===== src/design/metricPkg.sv =====
package metricPkg;

   // one signed metric per candidate
   localparam int metricWidth = 8;
   typedef logic signed [metricWidth-1:0] metric_t;

   // candidate index covers 0..63 in multi H mode
   localparam int indexWidth = 6;
   typedef logic [indexWidth-1:0] index_t;

   // a block is 16 groups of four metrics
   localparam int groupsPerBlock = 16;
   localparam int groupWidth = $clog2(groupsPerBlock);   // 4 bits

   // normalization subtracts a quarter of the full range
   localparam int normOffset = 2**(metricWidth-2);      // 64

endpackage


===== src/design/compSel.sv =====
`timescale 1ns/10ps

// four-way signed compare-select, one group per ce
module compSel (
   input  logic               clk,
   input  logic               reset,
   input  logic               ce,
   input  metricPkg::metric_t a,
   input  metricPkg::metric_t b,
   input  metricPkg::metric_t c,
   input  metricPkg::metric_t d,
   input  metricPkg::index_t  indexOffset,
   output metricPkg::metric_t groupMax,
   output metricPkg::index_t  groupIndex
);
   import metricPkg::*;

   logic    sel0;         // b beats a
   logic    sel1;         // d beats c
   logic    selFinal;     // c/d pair beats a/b pair
   metric_t winner0;
   metric_t winner1;
   metric_t bestVal;
   logic [1:0] localIndex;

   // 1 only when second is strictly larger, so ties stay with the earlier input
   function automatic logic laterWins(input metric_t first, input metric_t second);
      logic result;
      case ({first[metricWidth-1], second[metricWidth-1]})
         2'b01: begin
            result = 1'b0;   // first pos, second neg
         end
         2'b10: begin
            result = 1'b1;   // first neg, second pos
         end
         default: begin
            // same sign, magnitude bits order the same way
            result = (second[metricWidth-2:0] > first[metricWidth-2:0]);
         end
      endcase
      return result;
   endfunction

   // first round, pairwise
   assign sel0 = laterWins(a, b);
   assign sel1 = laterWins(c, d);

   assign winner0 = sel0 ? b : a;
   assign winner1 = sel1 ? d : c;

   // second round between pair winners
   assign selFinal = laterWins(winner0, winner1);
   assign bestVal  = selFinal ? winner1 : winner0;

   // position inside the group, a=0 .. d=3
   assign localIndex = selFinal ? {1'b1, sel1} : {1'b0, sel0};

   always_ff @(posedge clk) begin
      if (reset) begin
         groupMax   <= '0;
         groupIndex <= '0;
      end else if (ce) begin
         groupMax   <= bestVal;
         groupIndex <= indexOffset + index_t'(localIndex);   // block-wide index
      end
   end

   // the offset from groupDecode must leave room for the local position
   offsetAligned : assert property (
      @(posedge clk) disable iff (reset)
      ce |-> (indexOffset[1:0] == 2'b00)
   ) else $error("indexOffset not group aligned");

endmodule


===== src/design/groupDecode.sv =====
`timescale 1ns/10ps

module groupDecode (
   input  logic              clk,
   input  logic              reset,
   input  logic              metricValid,
   input  logic              normalize,
   output logic              selCe,
   output metricPkg::index_t indexOffset,
   output logic              groupValid,
   output logic              groupFirst,
   output logic              groupLast,
   output logic              groupNorm
);
   import metricPkg::*;

   logic [groupWidth-1:0] groupCount;   // group number inside the block
   logic                  firstNow;
   logic                  lastNow;

   // compSel loads on every valid group
   assign selCe = metricValid;

   // group g holds candidates 4g..4g+3
   assign indexOffset = {groupCount, 2'b00};

   assign firstNow = (groupCount == '0);
   assign lastNow  = (groupCount == groupWidth'(groupsPerBlock - 1));

   always_ff @(posedge clk) begin
      if (reset) begin
         groupCount <= '0;
      end else if (metricValid) begin
         if (lastNow) begin
            groupCount <= '0;   // wrap for next block
         end else begin
            groupCount <= groupCount + 1'b1;
         end
      end
   end

   // flags ride one cycle behind beside the compSel result
   always_ff @(posedge clk) begin
      if (reset) begin
         groupValid <= 1'b0;
         groupFirst <= 1'b0;
         groupLast  <= 1'b0;
      end else begin
         groupValid <= metricValid;
         groupFirst <= metricValid & firstNow;
         groupLast  <= metricValid & lastNow;
      end
   end

   // only meaningful with the last group
   always_ff @(posedge clk) begin
      if (metricValid) begin
         groupNorm <= normalize;
      end
   end

   // a group right after a last group opens the next block
   lastThenFirst : assert property (
      @(posedge clk) disable iff (reset)
      groupLast |=> (!groupValid || groupFirst)
   ) else $error("group after the last group not marked first");

endmodule


===== src/design/maxAccum.sv =====
`timescale 1ns/10ps

module maxAccum (
   input  logic               clk,
   input  logic               reset,
   input  logic               groupValid,
   input  logic               groupFirst,
   input  logic               groupLast,
   input  logic               groupNorm,
   input  metricPkg::metric_t groupMax,
   input  metricPkg::index_t  groupIndex,
   output logic               done,
   output metricPkg::metric_t maxVal,
   output metricPkg::index_t  maxIndex
);
   import metricPkg::*;

   metric_t runMax;        // best value so far in this block
   index_t  runIndex;
   logic    takeGroup;
   metric_t blockMax;      // best including the current group
   index_t  blockIndex;
   metric_t normVal;

   // strictly greater, a tie keeps the lower index already held
   assign takeGroup = groupFirst | (groupMax > runMax);

   assign blockMax   = takeGroup ? groupMax : runMax;
   assign blockIndex = takeGroup ? groupIndex : runIndex;

   // wraps in 8 bits like the hardware subtract
   assign normVal = metric_t'(blockMax - metric_t'(normOffset));

   always_ff @(posedge clk) begin
      if (groupValid) begin
         runMax   <= blockMax;
         runIndex <= blockIndex;
      end
   end

   always_ff @(posedge clk) begin
      if (reset) begin
         done     <= 1'b0;
         maxVal   <= '0;
         maxIndex <= '0;
      end else begin
         done <= 1'b0;
         if (groupValid && groupLast) begin
            done     <= 1'b1;
            maxVal   <= groupNorm ? normVal : blockMax;
            maxIndex <= blockIndex;   // held until next block ends
         end
      end
   end

   // blocks are 16 groups, so two done pulses can never touch
   doneIsPulse : assert property (
      @(posedge clk) disable iff (reset)
      done |=> !done
   ) else $error("done high on two consecutive cycles");

endmodule


===== src/design/maxSearchTop.sv =====
`timescale 1ns/10ps

module maxSearchTop (
   input  logic               clk,
   input  logic               reset,
   input  logic               metricValid,
   input  logic               normalize,
   input  metricPkg::metric_t a,
   input  metricPkg::metric_t b,
   input  metricPkg::metric_t c,
   input  metricPkg::metric_t d,
   output logic               done,
   output metricPkg::metric_t maxVal,
   output metricPkg::index_t  maxIndex
);
   import metricPkg::*;

   logic    selCe;
   index_t  indexOffset;
   logic    groupValid;
   logic    groupFirst;
   logic    groupLast;
   logic    groupNorm;
   metric_t groupMax;
   index_t  groupIndex;

   // decode stage
   groupDecode groupDecode_inst (
      .clk         (clk),
      .reset       (reset),
      .metricValid (metricValid),
      .normalize   (normalize),
      .selCe       (selCe),
      .indexOffset (indexOffset),
      .groupValid  (groupValid),
      .groupFirst  (groupFirst),
      .groupLast   (groupLast),
      .groupNorm   (groupNorm)
   );

   // execute stage
   compSel compSel_inst (
      .clk         (clk),
      .reset       (reset),
      .ce          (selCe),
      .a           (a),
      .b           (b),
      .c           (c),
      .d           (d),
      .indexOffset (indexOffset),
      .groupMax    (groupMax),
      .groupIndex  (groupIndex)
   );

   // result stage
   maxAccum maxAccum_inst (
      .clk        (clk),
      .reset      (reset),
      .groupValid (groupValid),
      .groupFirst (groupFirst),
      .groupLast  (groupLast),
      .groupNorm  (groupNorm),
      .groupMax   (groupMax),
      .groupIndex (groupIndex),
      .done       (done),
      .maxVal     (maxVal),
      .maxIndex   (maxIndex)
   );

endmodule


===== config.mk =====
export PLATFORM = sky130hd
export DESIGN_NAME = maxSearchTop
export DESIGN_NICKNAME = d
export VERILOG_FILES = /design/src/design/metricPkg.sv /design/src/design/compSel.sv /design/src/design/groupDecode.sv /design/src/design/maxAccum.sv /design/src/design/maxSearchTop.sv
export SDC_FILE = /design/constraint.sdc
export NUM_CORES = 1
export LEC_CHECK = 0
export BUFFER_PORTS_ARGS = -buffer_cell sky130_fd_sc_hd__buf_4
export CAP_MARGIN = 20
export CORE_ASPECT_RATIO = 1.1
export CORE_MARGIN = 8
export CORE_UTILIZATION = 50
export CTS_CLUSTER_SIZE = 28
export DETAILED_ROUTE_END_ITERATION = 8
export PLACE_DENSITY = 0.73
export SYNTH_ARGS = -nofsm -noshare
export SYNTH_HDL_FRONTEND = slang
export SYNTH_SLANG_ARGS = --single-unit

===== constraint.sdc =====
create_clock -name clk -period 3.2 [get_ports clk]
set_input_delay 0.32 -clock clk [delete_from_list [all_inputs] [get_ports clk]]
set_output_delay 0.32 -clock clk [all_outputs]
set_load 0.02 [all_outputs]

==> impl_metrics.json, run 1 <==
{
  "p_leak_uw": 0.00169,
  "io_pins": 51,
  "hpwlAfterDp_mm": 5.80,
  "dieArea_sq_um": 9430,
  "core_region_area_sq_um": 6480,
  "grt_pass1_wl_mm": 12.6,
  "globalplace.congestion": 0.904,
  "grt_overflow": 0,
  "final_common_cell": "buf_4",
  "postSynthAreaPerCell_sq_um": 8.98,
  "drt_wl_total_mm": 7.38,
  "die_w_um": 93.3,
  "slew_violations": 0,
  "worst-slew-pin-transition_ns": 0.886,
  "rows": 31,
  "start_kind": "input pin",
  "dr.pass1.iters": 4,
  "viasPerCell": 5.60,
  "initial_core_util_pct": 50.8,
  "final-hold-violation-count": 0,
  "grt_use_total_pct": 16.2,
  "min_delay_worst_endpoint": "groupDecode_inst.groupNorm",
  "cts_buffer_depth": 2,
  "antennaDiodeCount": 0,
  "nFillCells": 581,
  "cp_slowest_stage_delay_ns": 0.38,
  "finalNetCount": 491,
  "grt_pass1_vias": 2820,
  "detail-route-antenna-nets": 0,
  "fin_skew_ns": 0.00828,
  "drcViolationCount": 0,
  "htree_levels": 2,
  "cts.sinks": 51,
  "cp_cell_sequence": "buf_4 > inv_1 > ha_1 > nand4_1 > buf_4 > a21oi_2 > o2bb2ai_4 > mux2_2 > ha_1 > nand4_1 > nor2_2 > o21ai_2 > a211o_1 > and2_1 > o311ai_2",
  "drv_cap": 0,
  "vdd_drop_max_v": 0.000296,
  "hold_slack_ns": 0.202,
  "hold_path_class": "in2reg",
  "antenna_found_initial": 0,
  "post-route-util_pct": 59.7,
  "reg2reg_depth": 10,
  "critPathTopFamily": "compound AO/OA/AOI/OAI gates",
  "layout_common_cells": "buf_4 (66), nor2_1 (39), dfxtp_1 (36)",
  "yosys_warnings": 0,
  "worstHoldStart": "normalize",
  "port_buffers": 50,
  "cts_tree": "yes",
  "r2r_setup_slack_ns": 0.58,
  "clk_latency_ns": 0.31,
  "wl_per_cell_um": 14.6,
  "fmax_mhz": 331,
  "hold_buffers": 0,
  "vias": 2823,
  "synth-main-ff-cell": "dfxtp_1",
  "final-setup-viol-count": 0,
  "period_share_pct": 94.5,
  "synth_edf_count": 15,
  "worst-path-buf-inv": 3,
  "grt_max_degree": 39,
  "critical_path_class": "in2reg",
  "worstPathRequired_ns": 3.43,
  "cts_root_buf": "clkbuf_8",
  "status": "completed",
  "numCtsBuffers": 5,
  "drt_iter0_drc": 145,
  "worstSetupEndpointType": "flip-flop",
  "syn_area_sq_um": 3290,
  "clkSlewWorstSetupHoldPaths_ns": 0.10,
  "r2r-start": "maxAccum_inst.runMax[1]",
  "post_cts_buffers": 0,
  "cpMaxStageDelayCell": "mux2_2",
  "power_density_nw_per_um2": 448,
  "synth-seq-area-share_pct": 35.6,
  "hold_depth": 1,
  "postSynthCellCount": 366,
  "cp_data_arrival_time_ns": 3.25,
  "final_layout_size_suffix_gt1_share_pct": 23.2,
  "path_max_fanout": 8,
  "fin_crit_ns": 3.02,
  "reg2reg_to": "maxAccum_inst.runIndex[1]",
  "syn_to_final_growth_pct": 17.6,
  "max_slew_margin_pct": 40.9,
  "synth.distinct_cells": 59,
  "async_flop_share_pct": 0,
  "synth_fp_nets": 436,
  "ys_ff_latch": 51,
  "fp.dieH_um": 101
}
-- worst max path at each step --
stage | from | end | slack (ns) | cells after the start
floorplan | c[6] | compSel_inst.groupIndex[0] | 0.05 | 14
global placement | c[4] | compSel_inst.groupMax[7] | -0.06 | 14
detailed placement | c[6] | compSel_inst.groupMax[7] | -0.16 | 14
CTS | c[6] | compSel_inst.groupMax[7] | 0.16 | 14
global route | c[6] | compSel_inst.groupMax[2] | -0.03 | 16
finish | c[6] | compSel_inst.groupMax[7] | 0.18 | 15
-- Yosys cell counts, types with 2 or more instances --
library cell  number  area (sq um)
nor2_1            40           150
dfxtp_1           36           721
ha_1              34           425
inv_1             34           128
nand2_1           26          97.6
nand3_1           22           110
a21oi_1           19          95.1
o21ai_0           18          90.1
edfxtp_1          15           450
a311oi_1          13           114
clkbuf_1          10          37.5
nand2b_1           9          56.3
mux2_2             7          78.8
o21a_1             7          52.6
nand4_1            6          37.5
o221ai_1           6          52.6
buf_6              5          56.3
mux2i_1            5          50.1
nand3b_1           4          30.0
o211ai_1           3          22.5
o31ai_1            3          22.5
and2_1             2          12.5
nor2b_1            2          12.5
nor3_1             2          10.0
o311ai_2           2          32.5
or3_1              2          12.5
xnor2_1            2          17.5
-- repair_timing --
item / CTS / global route
endpoints found under the setup margin: 0 / 3
hold endpoints to repair: 0 / 0
resized for setup: 0 / 1
-- state kept, by name, summed over array words and instances (netlist names) --
signal / count
compSel_inst.groupIndex: 6
compSel_inst.groupMax: 8
groupDecode_inst.groupCount: 4
groupDecode_inst.groupFirst: 1
groupDecode_inst.groupLast: 1
groupDecode_inst.groupNorm: 1
groupDecode_inst.groupValid: 1
maxAccum_inst.done: 1
maxAccum_inst.maxIndex: 6
maxAccum_inst.maxVal: 8
maxAccum_inst.runIndex: 6
maxAccum_inst.runMax: 8
-- logic make-up (layout without fill, tap and decap cells) --
| family | count (synthesis) | after routing | synth area share, % |
|---|---|---|---|
| DFF | 51 | 51 | 35.6 |
| AOI/OAI and AO/OA | 87 | 87 | 20.2 |
| and+or+nand+nor | 124 | 124 | 18.2 |
| xor gates and xnor gates | 3 | 3 | 0.799 |
| muxes | 14 | 14 | 4.79 |
| buffers and inverters | 53 | 109 | 7.53 |
| adders and majority gates | 34 | 34 | 12.9 |
-- final cells by class --
class / count / area [sq um] / share of cell area [%]
tap: 82 / 103 / 2.65
timing repair buffer: 66 / 495 / 12.8
clock buffer: 5 / 68.8 / 1.78
inverter: 35 / 131 / 3.40
multi-input combinational: 262 / 1870 / 48.4
clock inverter: 3 / 26.3 / 0.679
sequential: 51 / 1170 / 30.3
-- power breakdown --
part / internal [uW] / leakage (uW) / switching, uW
combinational: 256 / 0.00120 / 330
clock: 161 / 0.0000491 / 229
sequential: 724 / 0.000437 / 32.4
total: 1140 / 0.00169 / 591
-- per-layer routing --
layer	track usage [%]	wire, um	up-vias
li1	-	-	1430
met3	3.80	408	14
met5	0	0	-
met4	7.82	180	0
met1	18.9	3280	1293
met2	27.0	3510	86
-- through the flow --
stage / TNS (ns) / setup WS (ns) / instance area (sq um) / std cells / power (uW)
after floorplan: 0 / 0.0486 / 3290 / 366 / 1190
after global placement: -0.149 / -0.0565 / 3770 / 496 / 1330
after detailed placement: -0.943 / -0.164 / 3770 / 496 / 1350
after CTS: 0 / 0.160 / 3860 / 504 / 1740
after global routing: -0.0315 / -0.0293 / 3870 / 504 / 1850
final: 0 / 0.176 / 3870 / 504 / 1730
(Power assumes the default switching activity.)
==> run 2: changes to the inputs <==
- HOLD_SLACK_MARGIN: default -> 0.08
- SYNTH_HIERARCHICAL: default -> 1
- clock period: 3.2 -> 2.56 ns (I/O delays scaled with it)
==> impl_metrics.json, run 2 <==
{
  "path_max_fanout": 4,
  "worst-path-buf-inv": 1,
  "critPathTopFamily": "compound AO/OA/AOI/OAI gates",
  "final-hold-violation-count": 0,
  "timing.final.ws_setup_ns": -1.13,
  "vias": 3276,
  "reg2reg_depth": 7,
  "clk_latency_ns": 0.30,
  "vdd_drop_max_v": 0.000264,
  "fin_crit_ns": 3.69,
  "p_leak_uw": 0.00215,
  "cp_data_arrival_time_ns": 3.88,
  "fp.dieH_um": 106,
  "core_region_area_sq_um": 7310,
  "cpMaxStageDelayCell": "or3b_4",
  "post-route-util_pct": 67.2,
  "synth-main-ff-cell": "dfxtp_1",
  "ys_top_cells_by_count": "dfxtp_1 (36), ha_1 (36), inv_1 (35)",
  "dr.pass1.iters": 4,
  "worstPathRequired_ns": 2.74,
  "r2r_setup_slack_ns": 0.15,
  "grt_pass1_vias": 3472,
  "io_pins": 51,
  "cp_slowest_stage_delay_ns": 0.37,
  "clkSlewWorstSetupHoldPaths_ns": 0.09,
  "r2r-start": "maxAccum_inst/runMax[6]",
  "min_delay_worst_endpoint": "groupDecode_inst/groupNorm",
  "final_layout_size_suffix_gt1_share_pct": 41.9,
  "yosys_warnings": 6,
  "ys_ff_latch": 51,
  "drt_iter0_drc": 188,
  "postSynthCellCount": 379,
  "final-setup-viol-count": 10,
  "antennaDiodeCount": 0,
  "dp_slack_ns": -1.58,
  "hpwlAfterDp_mm": 6.95,
  "grt_pass1_wl_mm": 15.5,
  "dp_cells": 569,
  "cp_cell_sequence": "buf_6 > ha_4 > or3b_4 > a211o_1 > o22ai_4 > mux2i_4 > ha_4 > a21o_1 > a2111oi_4 > o21ai_2 > o32ai_2 > a31o_4 > o21a_1 > mux2i_1 > ha_1 > mux2i_1 > nor2_1",
  "ys_top_cells_by_area": "dfxtp_1 (19%), edfxtp_1 (12%), ha_1 (12%), a311oi_2 (3.7%), inv_1 (3.6%)",
  "synth-seq-area-share_pct": 31.7,
  "numCtsBuffers": 5,
  "worstHoldStart": "normalize",
  "layout_common_cells": "buf_4 (119), dfxtp_1 (36), inv_1 (33)",
  "status": "finished with violations",
  "postSynthAreaPerCell_sq_um": 9.76,
  "detail-route-antenna-nets": 0,
  "cts_buffer_depth": 2,
  "max_slew_margin_pct": 56.6,
  "critical_path_class": "in2reg",
  "viasPerCell": 5.62,
  "drv_cap": 0,
  "stdcell_count": 583,
  "slew_violations": 0,
  "port_buffers": 50,
  "rows": 33,
  "power.total_uw": 2530,
  "worst-slew-pin-transition_ns": 0.650,
  "synth_edf_count": 15,
  "fmax_mhz": 271,
  "drcViolationCount": 0,
  "drt_wl_total_mm": 8.89,
  "htree_levels": 2,
  "cts_tree": "yes",
  "grt_use_total_pct": 17.5,
  "die_w_um": 98.0,
  "initial_core_util_pct": 50.6,
  "rsz0062_at_grt": "yes",
  "syn_to_final_growth_pct": 32.9,
  "hold_path_class": "in2reg",
  "antenna_found_initial": 0,
  "finalNetCount": 568,
  "grt_max_degree": 38,
  "hold_depth": 1,
  "dieArea_sq_um": 10400,
  "worstSetupEndpointType": "flip-flop",
  "async_flop_share_pct": 0,
  "finish.instance_area_sq_um": 4910,
  "start_kind": "input pin",
  "period_share_pct": 144,
  "yosysTopAreaCellShare_pct": 19.5,
  "final_common_cell": "buf_4",
  "reg2reg_to": "maxAccum_inst/runMax[6]",
  "syn_area_sq_um": 3700,
  "placed_area_sq_um": 4690,
  "top_regs": "compSel_inst/groupMax (8), maxAccum_inst/maxVal (8), maxAccum_inst/runMax (8)",
  "grt_overflow": 0,
  "hold_buffers": 0,
  "fin_skew_ns": 0.0122,
  "violations": "negative setup slack",
  "synth.distinct_cells": 68,
  "cts_root_buf": "clkbuf_8",
  "yosysTopAreaCell": "dfxtp_1",
  "power_density_nw_per_um2": 515,
  "nFillCells": 557,
  "cts.sinks": 51,
  "globalplace.congestion": 0.846,
  "wl_per_cell_um": 15.2
}
run 2: layout make-up:
type / count / area, sq um / area share, %
clock buffer: 6 / 72.6 / 1.48
clock inverter: 2 / 13.8 / 0.280
inverter: 37 / 149 / 3.03
multi-input combinational: 275 / 2430 / 49.5
sequential: 51 / 1170 / 23.8
tap: 87 / 109 / 2.21
timing repair buffer: 125 / 968 / 19.7
run 2: layer usage:
layer	routed length [um]	GRT usage, %
met2	4440	32.3
met3	436	3.07
met5	0	0
met4	267	8.14
met1	3750	19.1
run 2: worst max-delay path by stage:
stage                     from                         end  slack, ns  cells past startpoint
after floorplan           c[6]  compSel_inst/groupIndex[0]      -1.43                     18
after global placement    c[6]  compSel_inst/groupIndex[1]      -1.46                     16
after detailed placement  c[6]  compSel_inst/groupIndex[1]      -1.58                     16
after CTS                 c[6]  compSel_inst/groupIndex[0]      -1.12                     18
after global routing      a[6]  compSel_inst/groupIndex[0]      -1.32                     19
final                     b[6]  compSel_inst/groupIndex[0]      -1.13                     17
run 2: per-stage QoR:
step	hold slack [ns]	TNS [ns]
after CTS	0.117	-9.39
final	0.127	-9.57
after global routing	0.0987	-11.19
after floorplan	0.324	-10.45
after detailed placement	0.437	-13.60
after global placement	0.435	-12.67
run 2: logic make-up after synthesis:
logic type	count (synthesis)	share of synthesized area [%]
other cells	1	0.101
compound gates	94	24.5
simple gates	117	17.4
flops	51	31.7
xor+xnor	7	1.66
fa+ha+maj	37	12.7
buf+inv	54	6.80
mux	18	5.11
run 2: repair_timing:
action | 4_1_cts | 5_1_grt
setup buffers | 5 | 2
pin swaps | 8 | 3
endpoints found under the setup margin | 10 | 10
resized for setup | 19 | 3
run 2: where the power goes:
group	switching [uW]	internal [uW]
clock	250	193
sequential	55.0	914
combinational	565	555
total	870	1660
run 2: worst register-to-register path, stage by stage, from the launching register on:
cell       delay, ns
edfxtp_1        0.43
inv_1           0.07
ha_1            0.34
nand4_1         0.21
o2bb2ai_2       0.33
o21bai_2        0.21
nor2_2          0.22
mux2_2          0.36
